**src/logic/mover_macros.svh**
```systemverilog
`ifndef MOVER_MACROS_SVH
`define MOVER_MACROS_SVH

// Number of channels the sequencer can walk in one transfer
`define MOVER_MAX_CHANNELS 4

// Width of one data word returned by the source
`define MOVER_DATA_WIDTH 32

// Credits the output port holds right after reset
`define MOVER_CREDITS 2

// One count register, then one address register and one user register per channel
`define MOVER_REG_COUNT (1 + 2 * `MOVER_MAX_CHANNELS)
`define MOVER_REG_USER_BASE 5

`endif

```
**src/logic/mover_config_pkg.sv**
```systemverilog
`include "mover_macros.svh"

package mover_config_pkg;

    // Address on the host register port
    typedef logic [7:0] reg_address_t;

    // Contents of one register in the bank
    typedef logic [31:0] reg_data_t;

    // Selects one of the channels
    typedef logic [1:0] channel_index_t;

    // Number of active channels, 0 up to the maximum inclusive
    typedef logic [2:0] channel_count_t;

endpackage

```
**src/logic/mover_stream_pkg.sv**
```systemverilog
`include "mover_macros.svh"

package mover_stream_pkg;

    // Word carried from the source to the output stream
    typedef logic [`MOVER_DATA_WIDTH-1:0] data_word_t;

    // Per-channel fields decoded from the register bank
    typedef logic [15:0] source_address_t;
    typedef logic [15:0] dest_tag_t;
    typedef logic [15:0] user_value_t;

    // States of the channel-walking sequencer
    typedef enum logic [2:0] {
        idle,
        read_source,
        wait_response,
        send_buffered,
        wait_space
    } sequencer_state_t;

    // Credits on the output link, never more than the reset value
    typedef logic [1:0] credit_count_t;

endpackage

```
**src/logic/channel_config_if.sv**
```systemverilog
`timescale 1ns/1ns
`include "mover_macros.svh"

interface channel_config_if;
    import mover_config_pkg::*;
    import mover_stream_pkg::*;

    // Decoded settings, stable between register writes
    channel_count_t channel_count;
    source_address_t source_address [`MOVER_MAX_CHANNELS];
    dest_tag_t dest_tag [`MOVER_MAX_CHANNELS];
    user_value_t user_value [`MOVER_MAX_CHANNELS];

    // The register file drives the fields
    modport provider (output channel_count, source_address, dest_tag, user_value);

    // The sequencer only reads them
    modport consumer (input channel_count, source_address, dest_tag, user_value);

endinterface

```
**src/logic/mover_stream_if.sv**
```systemverilog
`timescale 1ns/1ns

interface mover_stream_if;
    import mover_stream_pkg::*;

    // One word is enqueued in every cycle where valid is high
    logic valid;
    data_word_t data;
    dest_tag_t dest;
    user_value_t user;

    // High while the output queue can take another word
    logic space;

    // The sequencer offers words and watches space
    modport sender (output valid, data, dest, user, input space);

    // The output port takes words and reports space
    modport receiver (input valid, data, dest, user, output space);

endinterface

```
**src/logic/channel_register_file.sv**
```systemverilog
`timescale 1ns/1ns
`include "mover_macros.svh"

module channel_register_file (
    input logic clock,
    input logic reset,
    input logic reg_write,
    input mover_config_pkg::reg_address_t reg_address,
    input mover_config_pkg::reg_data_t reg_write_data,
    output mover_config_pkg::reg_data_t reg_read_data,
    channel_config_if.provider config_bus
);
    import mover_config_pkg::*;

    // Enough address bits to reach every register in the bank
    localparam int index_width = $clog2(`MOVER_REG_COUNT);

    // Register 0 is the channel count
    // Registers 1 to 4 hold source and destination per channel
    // Registers 5 to 8 hold the user values
    reg_data_t registers [`MOVER_REG_COUNT];

    logic address_in_map;
    logic [index_width-1:0] register_index;

    // Anything past the last register is outside the map
    assign address_in_map = reg_address < reg_address_t'(`MOVER_REG_COUNT);
    assign register_index = reg_address[index_width-1:0];

    always_ff @(posedge clock) begin
        if (!reset) begin
            for (int k = 0; k < `MOVER_REG_COUNT; k++) begin
                registers[k] <= '0;
            end
        end else if (reg_write && address_in_map) begin
            if (register_index == '0) begin
                // A count above the channel limit is stored as the limit
                if (reg_write_data > reg_data_t'(`MOVER_MAX_CHANNELS)) begin
                    registers[0] <= reg_data_t'(`MOVER_MAX_CHANNELS);
                end else begin
                    registers[0] <= reg_write_data;
                end
            end else begin
                registers[register_index] <= reg_write_data;
            end
        end
    end

    // Read-back follows the address in the same cycle
    always_comb begin
        if (address_in_map) begin
            reg_read_data = registers[register_index];
        end else begin
            reg_read_data = '0;
        end
    end

    // Split the bank into per-channel fields for the sequencer
    always_comb begin
        // The clamp on write keeps the count within three bits
        config_bus.channel_count = registers[0][2:0];
        for (int n = 0; n < `MOVER_MAX_CHANNELS; n++) begin
            config_bus.source_address[n] = registers[n + 1][15:0];
            config_bus.dest_tag[n] = registers[n + 1][31:16];
            // Upper half of a user register is storage only
            config_bus.user_value[n] = registers[`MOVER_REG_USER_BASE + n][15:0];
        end
    end

endmodule

```
**src/logic/transfer_sequencer.sv**
```systemverilog
`timescale 1ns/1ns
`include "mover_macros.svh"

module transfer_sequencer (
    input logic clock,
    input logic reset,
    input logic start,
    input logic repeat_outputs,
    output logic done,
    output logic request_valid,
    output mover_stream_pkg::source_address_t request_address,
    input logic response_valid,
    input mover_stream_pkg::data_word_t response_data,
    channel_config_if.consumer config_bus,
    mover_stream_if.sender stream
);
    import mover_config_pkg::*;
    import mover_stream_pkg::*;

    sequencer_state_t state;
    channel_index_t channel;

    // Set while the buffers are being replayed instead of read from the source
    logic replaying;

    // Last word received for each channel
    data_word_t buffers [`MOVER_MAX_CHANNELS];

    logic last_channel;
    logic no_channels;

    assign last_channel = (channel_count_t'(channel) + channel_count_t'(1))
        == config_bus.channel_count;
    assign no_channels = config_bus.channel_count == '0;

    // Words go to the queue in the same cycle they are offered
    // A request is only sent while space is high, and nothing else fills the
    // queue until its response comes back, so the response always fits
    always_comb begin
        stream.valid = 1'b0;
        stream.data = buffers[channel];
        stream.dest = config_bus.dest_tag[channel];
        stream.user = config_bus.user_value[channel];
        if (state == wait_response) begin
            stream.valid = response_valid;
            stream.data = response_data;
        end else if (state == send_buffered) begin
            stream.valid = stream.space;
        end
    end

    always_ff @(posedge clock) begin
        if (!reset) begin
            state <= idle;
            channel <= '0;
            replaying <= 1'b0;
            done <= 1'b0;
            request_valid <= 1'b0;
            // A channel that was never read replays as zero
            for (int n = 0; n < `MOVER_MAX_CHANNELS; n++) begin
                buffers[n] <= '0;
            end
        end else begin
            done <= 1'b0;
            request_valid <= 1'b0;
            case (state)
                idle: begin
                    channel <= '0;
                    if (start || repeat_outputs) begin
                        replaying <= !start;
                        if (no_channels) begin
                            // Nothing to move, so finish straight away
                            done <= 1'b1;
                        end else if (!start) begin
                            state <= send_buffered;
                        end else if (stream.space) begin
                            request_valid <= 1'b1;
                            request_address <= config_bus.source_address[0];
                            state <= wait_response;
                        end else begin
                            state <= wait_space;
                        end
                    end
                end
                read_source: begin
                    if (stream.space) begin
                        request_valid <= 1'b1;
                        request_address <= config_bus.source_address[channel];
                        state <= wait_response;
                    end else begin
                        state <= wait_space;
                    end
                end
                wait_response: begin
                    if (response_valid) begin
                        // The word was enqueued this cycle, keep a copy for repeats
                        buffers[channel] <= response_data;
                        if (last_channel) begin
                            done <= 1'b1;
                            state <= idle;
                        end else begin
                            channel <= channel + 2'd1;
                            state <= read_source;
                        end
                    end
                end
                send_buffered: begin
                    if (!stream.space) begin
                        state <= wait_space;
                    end else if (last_channel) begin
                        done <= 1'b1;
                        state <= idle;
                    end else begin
                        channel <= channel + 2'd1;
                    end
                end
                wait_space: begin
                    // Resume whichever walk was held up
                    if (stream.space) begin
                        state <= replaying ? send_buffered : read_source;
                    end
                end
                default: begin
                    state <= idle;
                end
            endcase
        end
    end

endmodule

```
**src/logic/credit_output_port.sv**
```systemverilog
`timescale 1ns/1ns
`include "mover_macros.svh"

module credit_output_port (
    input logic clock,
    input logic reset,
    mover_stream_if.receiver stream,
    input logic credit_return,
    output logic out_valid,
    output mover_stream_pkg::data_word_t out_data,
    output mover_stream_pkg::dest_tag_t out_dest,
    output mover_stream_pkg::user_value_t out_user
);
    import mover_stream_pkg::*;

    localparam int queue_depth = 2;

    // Queue storage, one slot per pointer value
    data_word_t queue_data [queue_depth];
    dest_tag_t queue_dest [queue_depth];
    user_value_t queue_user [queue_depth];

    logic write_pointer;
    logic read_pointer;
    logic [1:0] fill;
    credit_count_t credits;

    logic enqueue;
    logic send;

    assign enqueue = stream.valid;

    // The head word leaves whenever the receiver still has a credit for it
    assign send = (fill != 2'd0) && (credits != '0);

    assign stream.space = fill != 2'(queue_depth);

    assign out_valid = send;
    assign out_data = queue_data[read_pointer];
    assign out_dest = queue_dest[read_pointer];
    assign out_user = queue_user[read_pointer];

    always_ff @(posedge clock) begin
        if (enqueue) begin
            queue_data[write_pointer] <= stream.data;
            queue_dest[write_pointer] <= stream.dest;
            queue_user[write_pointer] <= stream.user;
        end
    end

    always_ff @(posedge clock) begin
        if (!reset) begin
            write_pointer <= 1'b0;
            read_pointer <= 1'b0;
            fill <= '0;
            credits <= credit_count_t'(`MOVER_CREDITS);
        end else begin
            if (enqueue) begin
                write_pointer <= !write_pointer;
            end
            if (send) begin
                read_pointer <= !read_pointer;
            end
            // Enqueue and send in the same cycle leave the fill level alone
            case ({enqueue, send})
                2'b10: fill <= fill + 2'd1;
                2'b01: fill <= fill - 2'd1;
                default: fill <= fill;
            endcase
            // A returned credit and a spent one cancel out
            case ({credit_return, send})
                2'b10: credits <= credits + 2'd1;
                2'b01: credits <= credits - 2'd1;
                default: credits <= credits;
            endcase
        end
    end

endmodule

```
**src/logic/data_mover_top.sv**
```systemverilog
`timescale 1ns/1ns

module data_mover_top (
    input logic clock,
    input logic reset,
    input logic reg_write,
    input mover_config_pkg::reg_address_t reg_address,
    input mover_config_pkg::reg_data_t reg_write_data,
    output mover_config_pkg::reg_data_t reg_read_data,
    input logic start,
    input logic repeat_outputs,
    output logic done,
    output logic request_valid,
    output mover_stream_pkg::source_address_t request_address,
    input logic response_valid,
    input mover_stream_pkg::data_word_t response_data,
    input logic credit_return,
    output logic out_valid,
    output mover_stream_pkg::data_word_t out_data,
    output mover_stream_pkg::dest_tag_t out_dest,
    output mover_stream_pkg::user_value_t out_user
);

    // Decoded channel settings
    channel_config_if config_bus ();

    // Words on their way to the credit port
    mover_stream_if stream ();

    channel_register_file u_register_file (
        .clock(clock),
        .reset(reset),
        .reg_write(reg_write),
        .reg_address(reg_address),
        .reg_write_data(reg_write_data),
        .reg_read_data(reg_read_data),
        .config_bus(config_bus.provider)
    );

    transfer_sequencer u_sequencer (
        .clock(clock),
        .reset(reset),
        .start(start),
        .repeat_outputs(repeat_outputs),
        .done(done),
        .request_valid(request_valid),
        .request_address(request_address),
        .response_valid(response_valid),
        .response_data(response_data),
        .config_bus(config_bus.consumer),
        .stream(stream.sender)
    );

    credit_output_port u_output_port (
        .clock(clock),
        .reset(reset),
        .stream(stream.receiver),
        .credit_return(credit_return),
        .out_valid(out_valid),
        .out_data(out_data),
        .out_dest(out_dest),
        .out_user(out_user)
    );

endmodule

```
**config.mk**
```make
export PLATFORM = sky130hd
export DESIGN_NAME = data_mover_top
export DESIGN_NICKNAME = d
export VERILOG_FILES = /design/src/logic/mover_config_pkg.sv /design/src/logic/mover_stream_pkg.sv /design/src/logic/channel_config_if.sv /design/src/logic/mover_stream_if.sv /design/src/logic/channel_register_file.sv /design/src/logic/transfer_sequencer.sv /design/src/logic/credit_output_port.sv /design/src/logic/data_mover_top.sv
export VERILOG_INCLUDE_DIRS = /design/src /design/src/logic
export SDC_FILE = /design/constraint.sdc
export NUM_CORES = 1
export LEC_CHECK = 0
export ABC_AREA = 1
export BUFFER_PORTS_ARGS = -buffer_cell sky130_fd_sc_hd__buf_4
export CORE_MARGIN = 8
export CORE_UTILIZATION = 55
export CTS_CLUSTER_SIZE = 28
export DETAILED_ROUTE_END_ITERATION = 8
export PLACE_DENSITY_LB_ADDON = 0.15
export RECOVER_POWER = 25
export SYNTH_ARGS = -nofsm -noshare
export SYNTH_HDL_FRONTEND = slang
export SYNTH_HIERARCHICAL = 1
export SYNTH_SLANG_ARGS = --single-unit
```
**constraint.sdc**
```tcl
create_clock -name clock -period 9.3 [get_ports clock]
set_input_delay 1.86 -clock clock [delete_from_list [all_inputs] [get_ports clock]]
set_output_delay 1.86 -clock clock [all_outputs]
set_load 0.05 [all_outputs]
```
==> reports/qor.yml, run 1 <==
timing:
  fin_crit_sh: 0.8410
  setup_violations: 0
  fin_crit_ns: 7.822
  rsz0062_at_grt: "no"
  worstMarginPinSlew_ns: 3.789
  hold_viol: 0
  max_slew_margin: -1.526
  max_freq_mhz: 127.8
  final.setup.tns_ns: 0
  layout_setup_ws_ns: 1.478
  fin_worst_skew_ns: 0.02468
  finalMaxSlewViolations: 411
die:
  core-area_um2: 51300
  rows: 83
  die_area_um2: 59490
  fp.dieW_um: 243.9
  die_h_um: 243.9
  ios: 194
  initial_utilization: 0.5569
yosys:
  ys_ff_latch: 608
  synth_area_um2: 28570
  synthCells: 2674
  postSynthAreaPerCell_um2: 10.68
  ys_seq_area_frac: 0.6331
  yosysWarningCount: 6
  ys_types: 41
setup_path:
  cp_common_cell: "nand2_1"
  path_class: "reg -> reg"
  slowest_delay_ns: 2.17
  crit_chain: "clkbuf_1, clkinvlp_2, clkbuf_1, nand2_1, nand2_1, nand3_1, nand3_1, nand2_1, a21oi_1"
  worstPathArrival_ns: 8.13
  cp_slowest_cell: "clkbuf_1"
  startpoint_type: "register"
  cp.required_ns: 9.61
  crit_fanout: 63
  timing.rr.start: "u_sequencer/channel[0]"
  end_kind: "register"
  critPathLaunch: "u_sequencer/channel[0]"
clocking:
  post_cts_buffers: 0
  hold_buffers: 0
  clk_latency_ns: 0.63
  cts_made_buffers: 61
  cts_resized: 0
  clk_pin_slew_ns: 0.06
  clockRootBuffer: "clkbuf_16"
  cts.path.max_buffers: 3
  h-tree-depth: 2
  cts_tree: "done"
  cts.sinks: 608
status:
  outcome: "finished with violations"
  violations: "max-capacitance violations, max-slew violations"
power:
  p_total_uw: 8824
  power.density_nw_per_um2: 277.0
  p_leak_uw: 0.01237
  vdd_drop_max_mv: 0.1470
drt:
  num_vias: 20433
  routed_wirelength_um: 79330
  drt_iter0_drc: 2396
  drc: 0
  avgViaCountPerCell: 5.780
  ant_nets: 0
  drtPass1Iterations: 6
  routedWlPerCell_um: 22.44
cells_and_area:
  stdcell_count: 3535
  final_cell_mix: "686 x nor2_1, 591 x edfxtp_1, 343 x nand2_1"
  final_layout_size_suffix_gt1_frac: 0.1626
  nets: 2885
  layout_commonest_cell: "nor2_1"
  syn2layout_area_growth_pct: 11.51
  fillers: 4256
  stdcell_area_um2: 31860
global_routing:
  grt_max_degree: 67
  grtUsageTotal: 0.2611
  grt-ovfl-total: 0
  first_global_vias: 20395
  grt_pass1_wl_um: 120300
  antenna_found_initial: 1
worst_hold_path:
  min_path_type: "reg -> reg"
  hold_start: "u_output_port/read_pointer"
job:
  cap_violations: 12
placement:
  globalplace.congestion: 0.8672
  postPlaceCellArea_um2: 30150
  io_buffers: 193
  dp.final_hpwl_um: 48780
  dp_slack_ns: 2.471
  place_inst: 3422
[area by class of cell]
type | count | area (um2) | share of cell area
Tap cell | 680 | 850.8 | 0.02671
Inverter | 160 | 603.1 | 0.01893
Antenna cell | 1 | 2.502 | 0.00007855
Clock inverter | 40 | 316.6 | 0.009937
Timing Repair Buffer | 229 | 1622 | 0.05090
Clock buffer | 72 | 1568 | 0.04921
Multi-Input combinational cell | 1745 | 8800 | 0.2762
Sequential cell | 608 | 18090 | 0.5680
[cells by family after synthesis]
kind of cell	Yosys count	share of synthesized area
simple gates	1259	0.1896
flops	608	0.6331
buf+inv	380	0.06635
compound gates	328	0.06574
mux	96	0.04432
fa+ha+maj	1	0.0004379
other cells	1	0.0001313
xor+xnor	1	0.0003066
[final timing paths]
kind / end / slack [ns] / depth (start not counted)
worst max-delay path: register / 1.48 / 9
worst min-delay path: register / 0.45 / 1
worst max register to register: register / 1.48 / 9
worst min register to register: register / 0.45 / 1
[flip-flops by register name, indices dropped and copies added (netlist names), 2 cells and up, named ones only]
signal and cells:
u_register_file/registers 319, u_sequencer/buffers 128, u_output_port/queue_data 64, u_output_port/queue_dest 32, u_output_port/queue_user 32, u_sequencer/request_address 16
u_sequencer/state 3, u_output_port/credits 2, u_output_port/fill 2, u_sequencer/channel 2
[through the flow]
step / util / hold WS [ns]
after floorplan: - / 0.4315
after global placement: 0.5876 / 0.4283
after detailed placement: 0.5876 / 0.4368
after CTS: 0.6243 / 0.4520
after global routing: 0.6210 / 0.4739
final: 0.6210 / 0.4488
[where the power goes]
| group | total, uW | switching [uW] | internal [uW] |
|---|---|---|---|
| Combinational | 2830 | 1990 | 839 |
| Sequential | 3650 | 182 | 3460 |
| Clock | 2350 | 1020 | 1330 |
| Total | 8820 | 3190 | 5640 |
[cell usage after synthesis]
cell type / n / area share
nor3_1: 6 / 0.0011
nor3_2: 29 / 0.010
o2111ai_1: 11 / 0.0034
nand4_1: 6 / 0.0013
inv_1: 145 / 0.019
dfxtp_1: 17 / 0.012
nor2_8: 1 / 0.00070
or2_2: 24 / 0.0053
or3_1: 1 / 0.00022
nor2_1: 685 / 0.090
a21oi_2: 2 / 0.00061
edfxtp_1: 591 / 0.62
nand3_1: 120 / 0.021
buf_4: 73 / 0.019
a31oi_1: 1 / 0.00022
o21ai_0: 160 / 0.028
mux2i_1: 32 / 0.011
clkinv_2: 1 / 0.00018
mux2_2: 4 / 0.0016
inv_2: 13 / 0.0017
o21a_1: 7 / 0.0018
o21ai_1: 7 / 0.0012
buf_2: 57 / 0.010
conb_1: 1 / 0.00013
buf_6: 12 / 0.0047
nand2_2: 11 / 0.0024
o22ai_1: 95 / 0.021
nor2_4: 2 / 0.00079
nand2_1: 343 / 0.045
buf_1: 6 / 0.00079
nand2_4: 25 / 0.0099
nor2_2: 3 / 0.00066
mux2_4: 60 / 0.032
ha_1: 1 / 0.00044
clkbuf_1: 70 / 0.0092
nand3_2: 3 / 0.0011
a21oi_1: 25 / 0.0044
clkinv_1: 1 / 0.00013
o211ai_1: 20 / 0.0053
xnor2_1: 1 / 0.00031
buf_12: 2 / 0.0014
[critical path: cells and delay by family, from the launching register on]
family / cells / cell delay, ns
buffers and inverters: 3 / 5.55
flip-flops: 1 / 0.94
AND/OR/NAND/NOR: 5 / 0.84
AO/OA/AOI/OAI: 1 / 0.07
[per-layer routing]
layer | share of wire | vias up | track usage
met5 | 0 | - | 0
met4 | 0.037 | 0 | 0.09709
met3 | 0.10 | 215 | 0.05055
met2 | 0.48 | 1169 | 0.4332
met1 | 0.39 | 9774 | 0.3396
li1 | - | 9275 | -
No activity file was read; power rests on OpenSTA's default activity.
==> run 2, diff against run 1 <==
Settings changed: CORE_UTILIZATION 55 to 54.
Clock period 9.3 ns to 6.4 ns, I/O delays scaled along.
==> run 2 against run 1 <==
Net effect:
- the run still ends with max-capacitance violations, max-slew violations left
- first-iteration DRC count up 2.3%
- sequential power rose by 47%
- via count rose by 0.77%
- clock power increased by 53%
- cell count grew 0.59%
- clock-buffer cell count rose by 14
- hold slack worse by 0.0077 ns
- sequential cell count unchanged
- routed wire length is 1.4% higher
- non-clock buffer count up 7
- critical path depth decreased by 5
- die area grew 1.7%
==> reports/qor.yml, run 2 (same netlist as run 1, synthesis figures left out) <==
drt:
  routed_wirelength_um: 80430
  routedWlPerCell_um: 22.62
  drc: 0
  met1Wirelength_um: 31170
  wl_met3_um: 8813
  drtPass1Iterations: 8
  dr_wl_met2_um: 38020
  drt_iter0_drc: 2452
  ant_nets: 0
  highest_layer: "met5"
  avgViaCountPerCell: 5.790
  num_vias: 20591
cells_and_area:
  final_layout_size_suffix_gt1_frac: 0.1667
  num_antenna_cells: 0
  final_cell_mix: "686 x nor2_1, 591 x edfxtp_1, 341 x nand2_1"
  syn2layout_area_growth_pct: 12.43
  stdcell_area_um2: 32120
  nets: 2897
  regMostFlops: "u_register_file/registers"
  largest_reg_flops: 319
  stdcell_count: 3556
  top_regs: "u_register_file/registers x319, u_sequencer/buffers x128, u_output_port/queue_data x64"
  layout_commonest_cell: "nor2_1"
timing:
  final.setup.tns_ns: 0
  hold_viol: 0
  fin_crit_sh: 0.8590
  finalMaxSlewViolations: 332
  fin_worst_skew_ns: 0.02187
  max_slew_margin: -1.904
  worstMarginPinSlew_ns: 4.356
  max_freq_mhz: 181.9
  setup_violations: 0
  fin_crit_ns: 5.497
  rsz0062_at_grt: "no"
setup_path:
  crit_fanout: 82
  timing.rr.start: "u_sequencer/channel[0]"
  path_class: "reg -> reg"
  startpoint_type: "register"
  regToRegEndpoint: "u_output_port/queue_dest[0][14]"
  reg2reg_slack_ns: 0.90
  critPathLaunch: "u_sequencer/channel[0]"
  end_kind: "register"
  worstPathArrival_ns: 5.78
  cp.required_ns: 6.68
  reg2regPathDepth: 4
placement:
  place_inst: 3437
  dp.final_hpwl_um: 48480
  io_buffers: 193
  postPlaceCellArea_um2: 30230
  globalplace.congestion: 0.8859
global_routing:
  grt_pass1_wl_um: 120400
  grtUsageTotal: 0.2607
  grt_max_degree: 83
  grt-ovfl-total: 0
  first_global_vias: 20234
  antenna_found_initial: 1
clocking:
  cts.path.max_buffers: 3
  cts_tree: "done"
  h-tree-depth: 3
  clk_latency_ns: 0.59
  cts_resized: 0
  post_cts_buffers: 0
  cts.sinks: 608
  clk_pin_slew_ns: 0.06
  cts_made_buffers: 66
  hold_buffers: 0
  clockRootBuffer: "clkbuf_16"
die:
  fp.dieW_um: 246.0
  rows: 84
  ios: 194
  initial_utilization: 0.5447
  core-area_um2: 52450
  die_area_um2: 60520
  die_h_um: 246.0
status:
  violations: "max-capacitance violations, max-slew violations"
  outcome: "finished with violations"
worst_hold_path:
  min_path_type: "reg -> reg"
  hold_start: "u_output_port/read_pointer"
  hold_depth: 1
power:
  vdd_drop_max_mv: 0.2104
  p_leak_uw: 0.01248
  power.density_nw_per_um2: 405.5
job:
  cap_violations: 8
[run 2: worst max path at each step]
stage                                            endpoint  slack, ns
after floorplan            u_output_port/queue_data[0][0]       1.55
after global placement                  reg_read_data[14]       1.47
after detailed placement                 reg_read_data[0]       1.45
after CTS                                reg_read_data[0]       1.43
after global routing      u_output_port/queue_dest[0][14]       0.71
final                     u_output_port/queue_dest[0][14]       0.90
[run 2: final cells by class]
cell class,instances,area (um2)
fillers,4296,20330
flip-flops and latches,608,18090
multi-input cells,1745,8812
clock buffers,86,1833
repair buffers,236,1712
well taps,688,860.8
inverters,160,601.8
clock inverters,33,206.4
[run 2: power breakdown]
part           internal [uW]  leakage (uW)  total, uW  switching, uW
clock network           2100       0.00100       3600           1500
registers               5040       0.00582       5350            317
logic                   1210       0.00566       4070           2860
total                   8340        0.0125      13000           4680
[run 2: metal layers]
| layer | vias up | global-route usage |
|---|---|---|
| met5 | - | 0 |
| met4 | 2 | 0.08937 |
| met3 | 195 | 0.04873 |
| met2 | 1295 | 0.4247 |
| met1 | 9787 | 0.3496 |
| li1 | 9312 | - |
[run 2: worst max-delay path, cell delays in order, from the launching register on]
cell	delay, ns
dfxtp_1	0.79
inv_1	0.26
clkbuf_1	3.06
o21ai_0	0.31
o22ai_1	0.68
[run 2: through the flow]
stage	power, uW	util	hold slack [ns]	setup WS [ns]
floorplan	8245	-	0.4315	1.548
detailed placement	9510	0.5764	0.4378	1.449
global placement	9419	0.5764	0.4280	1.468
CTS	13110	0.6153	0.4459	1.429
finish	13020	0.6124	0.4412	0.9027
global route	13520	0.6124	0.4645	0.7062
